## config.mk

```make
export PLATFORM = sky130hd
export DESIGN_NAME = decode_stage
export DESIGN_NICKNAME = d
export VERILOG_FILES = /design/src/source/fetch_pkg.sv /design/src/source/decode_stage.sv
export SDC_FILE = /design/constraint.sdc
export NUM_CORES = 1
export LEC_CHECK = 0
export BUFFER_PORTS_ARGS = -buffer_cell sky130_fd_sc_hd__buf_2
export CORE_ASPECT_RATIO = 0.5
export CORE_MARGIN = 8
export CORE_UTILIZATION = 42
export DETAILED_ROUTE_END_ITERATION = 16
export PLACE_DENSITY = 0.87
export SYNTH_ARGS = -nofsm -noshare
export SYNTH_HDL_FRONTEND = slang
export SYNTH_SLANG_ARGS = --single-unit
```

## constraint.sdc

```tcl
create_clock -name vclk -period 3.1
set_input_delay 0.155 -clock vclk [all_inputs]
set_output_delay 0.155 -clock vclk [all_outputs]
set_load 0.03 [all_outputs]
```

## src/source/fetch_pkg.sv

```systemverilog
package fetch_pkg;

    localparam int XLEN = 32;

    localparam logic [XLEN-1:0] INST_NOP  = 32'h0000_0013; // addi x0, x0, 0.
    localparam logic [XLEN-1:0] REGPC_NOP = '1;            // empty slot marker.
    localparam logic [XLEN-1:0] RESET_PC  = '0;

    localparam int IMEM_WORDS   = 256;
    localparam int IMEM_AW      = $clog2(IMEM_WORDS);
    localparam int IMEM_LATENCY = 2;                       // accept to valid.
    localparam int IMEM_LAT_W   = $clog2(IMEM_LATENCY + 1);

    localparam logic [6:0] OPC_JAL = 7'b110_1111;

    // fetch request machine
    localparam logic ST_WAIT_READY = 1'b0;
    localparam logic ST_WAIT_VALID = 1'b1;

    // one instruction word, read as I-type or as J-type.
    typedef union packed {
        struct packed {
            logic [11:0] imm12;
            logic [4:0]  rs1;
            logic [2:0]  funct3;
            logic [4:0]  rd;
            logic [6:0]  opcode;
        } i_view;
        struct packed {
            logic        imm20;
            logic [9:0]  imm10_1;
            logic        imm11;
            logic [7:0]  imm19_12;
            logic [4:0]  rd;
            logic [6:0]  opcode;
        } j_view;
    } inst_word_u;

endpackage

```

## src/source/decode_stage.sv

```systemverilog
`timescale 1ns/1ps

module decode_stage (
    input  logic [fetch_pkg::XLEN-1:0] id_pc,
    input  logic [fetch_pkg::XLEN-1:0] id_inst,
    output logic                       redirect,
    output logic [fetch_pkg::XLEN-1:0] redirect_pc,
    output logic                       retire_valid,
    output logic [fetch_pkg::XLEN-1:0] retire_pc,
    output logic [fetch_pkg::XLEN-1:0] retire_inst,
    output logic [4:0]                 retire_rd,
    output logic [fetch_pkg::XLEN-1:0] retire_imm
);

    import fetch_pkg::*;

    inst_word_u      word;
    logic            is_jal;
    logic [XLEN-1:0] j_off;
    logic [XLEN-1:0] i_imm;

    assign word = id_inst;

    assign is_jal = (word.j_view.opcode == OPC_JAL);

    // J-type offset, bit 0 always zero.
    assign j_off = {{11{word.j_view.imm20}},
                    word.j_view.imm20,
                    word.j_view.imm19_12,
                    word.j_view.imm11,
                    word.j_view.imm10_1,
                    1'b0};

    assign i_imm = {{(XLEN - 12){word.i_view.imm12[11]}}, word.i_view.imm12};

    assign retire_valid = (id_pc != REGPC_NOP);
    assign retire_pc    = id_pc;
    assign retire_inst  = id_inst;
    assign retire_rd    = word.i_view.rd;
    assign retire_imm   = is_jal ? j_off : i_imm;

    // one cycle only, fetch bubbles the slot behind it.
    assign redirect    = retire_valid && is_jal;
    assign redirect_pc = id_pc + j_off;

endmodule

```

==> results by group <==
Synth
  • Yosys top cell area share: 0.2698
  • Syn Nets: 441
  • Post-synthesis sequential area ratio: 0
  • Mapped Cells: approximately 350
  • Synth area leaders: buf_4 27%, ha_1 15%, a21oi_1 6.1%
  • Post-synthesis cell area: ~2600 um2
  • Yosys cell types: 50
  • Yosys top cell by area: buf_4
  • Synth Warn #: 0
  • Mean post-synth cell area: ~7.4 um2
  • Post-synth top cells: 92 x buf_4, 31 x a21oi_1, 30 x ha_1, 20 x a21o_1, 17 x xnor2_1
  • Count leader, synth: buf_4

Final layout
  • Clk_buf instances: 0
  • Layout net count: 528
  • Post-route cell area: about 2900 um2
  • Seq Cell Count: 0
  • # diodes: 0
  • Reg area: 0 um2
  • Share of cells above drive strength 1: 0.4780
  • Area grow syn2layout: 11.97%
  • Core Util, Final: 0.4793

Pwr
  • Leak: 0.001559 uW
  • Peak VDD IR: about 0.00016 V
  • Pwr dens: ~330 nW/um2

Floorplan
  • Initial Util: 0.4280
  • Num rows: 20
  • Die X: between 100 and 150 um
  • Chip height: ~71 um
  • Die area: approximately 9000 um2
  • Core ar.: between 5000 and 6000 um2
  • Io pins: between 150 and 200

Timing
  • Final Hold Viols: 0
  • Crit path time final: ~2800 ps
  • Setup TNS Final: 0 ps
  • Post-route setup slack: between 200 and 300 ps
  • Final setup violating endpoints: 0
  • Fmax: approximately 0.35 GHz
  • RSZ-0062 raised after global routing: false
  • Worst-Margin Slew: between 500 and 600 ps
  • Worst slew margin: 0.6030
  • Fin Hold WS: roughly 310 ps
  • Slew Limit Fails: 0
  • Tcrit/Tclk final: 0.9161

Setup path
  • Max FO, Critical Path: 3
  • Startpoint types: input port
  • CP endpoint kind: output port
  • Worst Path Class, Setup: in -> out
  • Critical path arrival: approximately 2700 ps
  • CP required: 2940 ps

Min path
  • HP Class: in -> out

GRT
  • Initial antenna violation count: 0
  • GR Overflow Total: 0
  • First-pass GRT wire length: 12870 um
  • Maximum number of pins on one net before global-route repair: 19
  • Number of global-route vias before repair: about 2.6k
  • GRT Util Overall: 0.1641

Detailed routing
  • Metal-1 WL: ~3600 um
  • Max Used Layer: met4
  • Met3 routed WL: ~800 um
  • Antenna viol nets, final: 0
  • First-pass DRT Iterations: 5
  • # DRC: 0
  • WL met2: roughly 4100 um
  • WL final: 8546 um
  • Post-DR wirelength/cell: between 15 and 20 um
  • DR vias/cell: roughly 5.3
  • Vias: approximately 2.7k
  • Iter 0 DRT Violations: 155

Outcome
  • Status: finished, final reports clean

Clock tree
  • Post-CTS setup buffers: 0
  • Post-cts sizing count: 0
  • CTS Hold Bufs: 0

Place
  • GPL Wtd Cong: around 0.9
  • Placed cell area: 2867 um2
  • Place WS: between 300 and 400 ps
  • Dpl hpwl: approximately 7500 um
  • I/O Buffers: 184

Run
  • Max cap viols: 0
-- report_power, final --
part	internal (uW)	leakage (uW)	switching, uW	total (uW)
Combinational	298	0.00156	647	945
Sequential	0	0	0	0
Clock	0	0	0	0
Total	298	0.00156	647	945
-- cell usage in the layout, fill, tap and decap left out, drive strengths merged, types with 2 or more instances in the layout --
cell type / netlist / final
a211oi: 6 / 6
and2: 5 / 5
nor3: 2 / 2
and3: 2 / 2
o211a: 2 / 2
nor2b: 2 / 2
xnor2: 17 / 17
ha: 30 / 30
nor4: 2 / 2
a21oi: 35 / 35
a21o: 21 / 21
o21ai: 18 / 18
o22ai: 2 / 2
o211ai: 5 / 5
nand4: 11 / 11
nand2: 17 / 17
o31ai: 2 / 2
inv: 4 / 4
a211o: 4 / 4
o21bai: 4 / 4
buf: 93 / 186
o21a: 2 / 2
nor2: 15 / 15
nand3: 10 / 10
xor2: 11 / 11
-- kinds of logic after synthesis --
logic type	after synthesis	share of synthesized area
AND/OR/NAND/NOR	72	0.1417
AO/OA/AOI/OAI	110	0.3187
XOR/XNOR	28	0.09579
buffers and inverters	105	0.2893
adder cells (fa/ha/maj)	31	0.1544
-- through the flow --
step	instances	total power, uW
final	508	945.3
after global routing	508	1008
after CTS	508	951.0
after detailed placement	508	946.4
after global placement	508	939.0
after floorplan	346	761.6
-- worst max-delay path, cell delays in order --
cell and delay, ps:
buf_2 110, ha_1 220, fa_1 440, a211oi_1 320, o211ai_1 220, a211o_1 310, o211ai_2 120, o211ai_2 160
a211oi_2 260, xnor2_1 140, buf_2 220
-- layer usage --
metal | global-route usage | up-vias
li1 | - | 1335
met1 | 0.1989 | 1219
met2 | 0.3024 | 131
met3 | 0.03373 | 5
met4 | 0.01321 | 0
met5 | 0 | -
-- path summary, 6_finish.rpt --
| path | start | endpoint | depth (start not counted) |
|---|---|---|---|
| hold / removal | id_inst[8] | retire_rd[1] | 0 |
| setup / recovery | id_pc[1] | redirect_pc[29] | 11 |
-- cell type report --
type,instances,area (um2)
tap,77,96.34
timing repair buffer,186,935.9
inverter,4,15.01
multi-input combinational,241,1819
fill,600,3114
Note: power is estimated with default switching activity, not from simulation.
