[src/source/fetch_pkg.sv]
package fetch_pkg;

    localparam int XLEN = 32;

    localparam logic [XLEN-1:0] INST_NOP  = 32'h0000_0013; // addi x0, x0, 0.
    localparam logic [XLEN-1:0] REGPC_NOP = '1;            // empty slot marker.
    localparam logic [XLEN-1:0] RESET_PC  = '0;

    localparam int IMEM_WORDS   = 256;
    localparam int IMEM_AW      = $clog2(IMEM_WORDS);
    localparam int IMEM_LATENCY = 2;                       // accept to valid.
    localparam int IMEM_LAT_W   = $clog2(IMEM_LATENCY + 1);

    localparam logic [6:0] OPC_JAL = 7'b110_1111;

    // fetch request machine
    localparam logic ST_WAIT_READY = 1'b0;
    localparam logic ST_WAIT_VALID = 1'b1;

    // one instruction word, read as I-type or as J-type.
    typedef union packed {
        struct packed {
            logic [11:0] imm12;
            logic [4:0]  rs1;
            logic [2:0]  funct3;
            logic [4:0]  rd;
            logic [6:0]  opcode;
        } i_view;
        struct packed {
            logic        imm20;
            logic [9:0]  imm10_1;
            logic        imm11;
            logic [7:0]  imm19_12;
            logic [4:0]  rd;
            logic [6:0]  opcode;
        } j_view;
    } inst_word_u;

endpackage

[src/source/fetch_stage.sv]
`timescale 1ns/1ps

module fetch_stage (
    input  logic                       clk,
    input  logic                       rst_n,
    input  logic                       stall,
    input  logic                       redirect,
    input  logic [fetch_pkg::XLEN-1:0] redirect_pc,
    output logic                       mem_start,
    output logic [fetch_pkg::XLEN-1:0] mem_addr,
    input  logic                       mem_ready,
    input  logic [fetch_pkg::XLEN-1:0] mem_data,
    input  logic                       mem_data_valid,
    output logic [fetch_pkg::XLEN-1:0] id_pc,
    output logic [fetch_pkg::XLEN-1:0] id_inst
);

    import fetch_pkg::*;

    logic            state;
    logic            fetched;   // save buffer holds a word.
    logic [XLEN-1:0] pc;
    logic [XLEN-1:0] pc_next4;
    logic [XLEN-1:0] saved_pc;
    logic [XLEN-1:0] saved_inst;
    logic [XLEN-1:0] out_pc;
    logic [XLEN-1:0] out_inst;
    logic            got;
    logic            have;
    logic            want;
    logic            out_valid;
    logic            release_slot;

    // pc is the address in flight, or the next one to request.
    assign pc_next4 = pc + XLEN'(4);

    assign got  = (state == ST_WAIT_VALID) && !fetched && mem_data_valid;
    assign have = (state == ST_WAIT_VALID) && fetched;

    always_comb begin
        if (state == ST_WAIT_READY) begin
            want = 1'b1;
        end else if (redirect) begin
            want = got || have; // in-flight word is dropped.
        end else begin
            want = (got || have) && !stall;
        end
    end

    assign mem_start = want && mem_ready;
    assign mem_addr  = redirect ? redirect_pc :
                       got      ? pc_next4    : pc;

    // a word leaves toward decode only when nothing holds it back.
    assign out_valid = !stall && !redirect && (got || have);
    assign out_pc    = got ? pc : saved_pc;
    assign out_inst  = got ? mem_data : saved_inst;

    assign release_slot = redirect || ((got || have) && !stall);

    always_ff @(posedge clk) begin
        if (!rst_n) begin
            state   <= ST_WAIT_READY;
            fetched <= 1'b0;
            pc      <= RESET_PC;
            id_pc   <= REGPC_NOP;
            id_inst <= INST_NOP;
        end else begin
            id_pc   <= out_valid ? out_pc : REGPC_NOP;
            id_inst <= out_valid ? out_inst : INST_NOP;

            if (redirect) begin
                pc <= redirect_pc;
            end else if (got) begin
                pc <= pc_next4;
            end

            if (state == ST_WAIT_READY) begin
                if (mem_start) begin
                    state   <= ST_WAIT_VALID;
                    fetched <= 1'b0;
                end
            end else if (release_slot) begin
                fetched <= 1'b0;
                if (!mem_start) begin
                    state <= ST_WAIT_READY; // memory not ready yet.
                end
            end else if (got) begin
                fetched <= 1'b1; // arrived under stall.
            end
        end
    end

    always_ff @(posedge clk) begin
        if (got && stall && !redirect) begin
            saved_pc   <= pc;
            saved_inst <= mem_data;
        end
    end

endmodule

[config.mk]
export PLATFORM = sky130hd
export DESIGN_NAME = fetch_stage
export DESIGN_NICKNAME = d
export VERILOG_FILES = /design/src/source/fetch_pkg.sv /design/src/source/fetch_stage.sv
export SDC_FILE = /design/constraint.sdc
export NUM_CORES = 1
export LEC_CHECK = 0
export BUFFER_PORTS_ARGS = -buffer_cell sky130_fd_sc_hd__buf_2
export CORE_UTILIZATION = 51
export DETAILED_ROUTE_END_ITERATION = 12
export GPL_TIMING_DRIVEN = 0
export PLACE_DENSITY = 0.82
export SLEW_MARGIN = 15
export SYNTH_ARGS = -nofsm -noshare
export SYNTH_HDL_FRONTEND = slang
export SYNTH_SLANG_ARGS = --single-unit
[constraint.sdc]
create_clock -name clk -period 4.75 [get_ports clk]
set_input_delay 0.475 -clock clk [delete_from_list [all_inputs] [get_ports clk]]
set_output_delay 0.475 -clock clk [all_outputs]
set_load 0.005 [all_outputs]
==> metrics.md <==
| Metric | Value |
|---|---|
| Status | complete, no violations |
| First-pass detailed-route iteration total | 5 |
| Worst EP arrival | 2.69 ns |
| WHS | 0.243 ns |
| GPL Wtd Cong | 0.911 |
| Clock Skew | 0.00802 ns |
| Fillers | 968 |
| Share of cells above drive strength 1 | 0.248 |
| Adder-Cell Fraction of Synth Area | 0.00194 |
| Area Overhead vs Synth | 25.3% |
| Top cells by area, synth | dfxtp_1 (30%), edfxtp_1 (30%), nand2_1 (8.0%) |
| Worst stage delay on the critical path | 0.73 ns |
| Int Pwr | 2330 µW |
| Logic pwr share | 0.072 |
| Compound-Gate Fraction of Synth Area | 0.0982 |
| Worst hold endpoint | saved_inst[31] |
| Port bufs | 166 |
| # Max-Cap Violations | 0 |
| Largest net degree at the start of global routing | 45 |
| Leading area contributor after synthesis | dfxtp_1 |
| CTS tree | built |
| Vias in the first global route | 4994 |
| R2R setup slack | 2.19 ns |
| Final instance area | 8100 µm² |
| Reg clk slew, reported paths | 0.07 ns |
| Core area | 12200 µm² |
| Clk sinks | 162 |
| CP bufs+invs | 1 |
| Clk buf depth | 2 |
| CTS Buf Count | 17 |
| Synth Area per Inst | 9.97 µm² |
| Worst slew margin | 0.515 |
| Net Sw Frac | 0.235 |
| Prevailing post-synth register cell | dfxtp_1 |
| FF-to-FF End | saved_inst[9] |
| Critical path class | flop to primary output |
| Main combinational cell family by area after synthesis | simple AND/OR/NAND/NOR gates |
| Clock Tree Root | clkbuf_16 |
| Starting density of the core | 0.531 |
| Worst Min Path Start | mem_data[31] |
| Tot GR Track Use | 0.256 |
| Seq/Total Area, Yosys | 0.601 |
| Cell Chain, Critical Path | nand4_1 -> or4_1 -> nor4b_1 -> nor3_1 -> buf_2 |
| Clock Power Share | 0.432 |
| Post-CTS Setup Bufs | 0 |
| Via density | 5.50 |
| Worst Reg-to-Reg Cells | 6 |
| Clk_lat worst skew | 0.42 ns |
| Seq pwr share | 0.496 |
| RSZ-0062 raised after global routing | false |
| Initial antenna violation count | 0 |
| Post-DP HPWL | 11.5 mm |
| CTS Hold Bufs | 0 |
| Required time of the critical path | 4.28 ns |
| Fin crit share | 0.666 |
| Fin nets | 905 |
| Post-synth ARST share | 0 |
| Launching point of the worst reg2reg path | state |
| Number of diodes | 0 |
| Crit end category | primary output |
| DRT antenna net count | 0 |
| Psw | 719 µW |
| Worst Hold Class | input port to flop |
| Die area | 13100 µm² |
| Hold path cells | 1 |
| Synthesized Nets | 719 |
| Number of synthesized flops with an enable pin | 64 |
| Mapped Cells | 648 |
| Slew of the pin with the lowest slew margin | 0.721 ns |
| # rows | 40 |
| DR iter-0 viols | 577 |
| Vias | 5578 |
| Top-count cell post-synth | nand2_1 |
| # setup viols final | 0 |
| Crit path max fanout | 7 |
| FF+latch area | 3880 µm² |
| Wirelength per Cell | 16.3 µm |
| Final WL | 16.5 mm |
| Mux share of post-synthesis cell area | 0.0112 |
| Die height | 115 µm |
| Fraction of the mapped netlist area in simple logic gates | 0.243 |
| Synth Area in XOR/XNOR | 0.0149 |
| Grt total ovfl | 0 |
| Multi-input logic area | 2390 µm² |
| Crit-path slowest cell | or4_1 |
| Fin. max-slew vios | 0 |
| PwrDens | 377 nW/µm² |
| Synth cell count leaders | nand2_1 (138), dfxtp_1 (98), edfxtp_1 (64) |
| Synth unique cells | 47 |
| Min Tclk post-route | 3.16 ns |
| First-pass GRT wire length | 25.2 mm |
| Die Width | 115 µm |
| Clock H-tree levels | 4 |
| Post-CTS sizing | 0 |
| FF+latch count, synth | 162 |
| Fin. Hold Viols | 0 |
| Ports | 167 |
| Ys Warns | 0 |
| Cell Area, Placed | 7520 µm² |
| FMAX | 316 MHz |
| CP Launch Type | flop |
| Static leakage | 0.00316 µW |
| Maximum VDD drop | 0.000250 V |
| DRC Markers | 0 |
| Setup TNS | 0 ns |
| Crit path max-delay family | simple AND/OR/NAND/NOR gates |
| Final core utilization | 0.666 |
| Pwr Total | 3050 µW |
| Synth Cell Area | 6460 µm² |
| Yosys top cell area share | 0.304 |
cell usage in the layout (no fill, tap or decap), types with 13 or more instances in the layout:
| cell | netlist | routed |
|---|---|---|
| buf_2 | 2 | 168 |
| nand3_1 | 48 | 48 |
| nor2_1 | 32 | 32 |
| clkbuf_16 | 0 | 18 |
| a21oi_1 | 44 | 44 |
| clkbuf_1 | 30 | 31 |
| edfxtp_1 | 64 | 64 |
| nor4_1 | 14 | 14 |
| dfxtp_1 | 98 | 98 |
| nand2_1 | 138 | 138 |
| nand4_1 | 13 | 13 |
routing by layer:
| metal | wire [µm] | vias to the layer above | track usage |
|---|---|---|---|
| li1 | - | 2714 | - |
| met1 | 7110 | 2572 | 0.335 |
| met2 | 7770 | 258 | 0.409 |
| met3 | 1140 | 34 | 0.0524 |
| met4 | 478 | 0 | 0.119 |
| met5 | 0 | - | 0 |
area by class of cell:
class	count	share of cell area
clock inverters	12	0.0130
well taps	168	0.0260
plain buffers	42	0.0212
multi-input cells	439	0.295
inverters	5	0.00232
repair buffers	167	0.105
flip-flops and latches	162	0.480
clock buffers	20	0.0578
worst max path at each step:
stage,from,end,slack (ns),cells past startpoint
3_5_place_dp,redirect,mem_addr[31],1.94,8
4_1_cts,pc[10],mem_addr[25],1.60,5
5_1_grt,pc[10],mem_addr[25],1.36,5
6_report,pc[10],mem_addr[25],1.59,5
3_3_place_gp,mem_data_valid,saved_inst[0],0.40,5
2_1_floorplan,mem_data_valid,saved_inst[0],1.53,4
worst reg2reg max path, cell delays in order (launching register included):
cell and delay [ns]:
dfxtp_1 0.31, buf_4 0.15, and3b_1 0.18, clkbuf_1 0.44, clkbuf_1 0.43, and2_4 0.43
buf_12 0.30
power groups by stage:
stage | registers, µW | logic, µW | clock network (µW)
global route | 1520 | 243 | 1380
CTS | 1510 | 219 | 1330
finish | 1510 | 221 | 1320
detailed placement | 1540 | 217 | 0
floorplan | 1530 | 120 | 0
global placement | 1540 | 213 | 0
kinds of logic after synthesis:
group / after synthesis
and+or+nand+nor: 318
AOI/OAI and AO/OA: 102
muxes: 7
DFF: 162
buffers and inverters: 47
xor gates and xnor gates: 11
adders and majority gates: 1
sequential cells by signal, summed over array words and instances (netlist names):
name and cells:
pc 32, id_pc 32, fetched 1, id_inst 32
saved_inst 32, state 1, saved_pc 32
stage by stage:
| stage | setup WS [ns] | std cells |
|---|---|---|
| floorplan | 1.53 | 648 |
| global placement | 0.401 | 982 |
| detailed placement | 1.94 | 983 |
| CTS | 1.60 | 1015 |
| global route | 1.36 | 1015 |
| finish | 1.59 | 1015 |
Power figures use the tool's default switching activity.
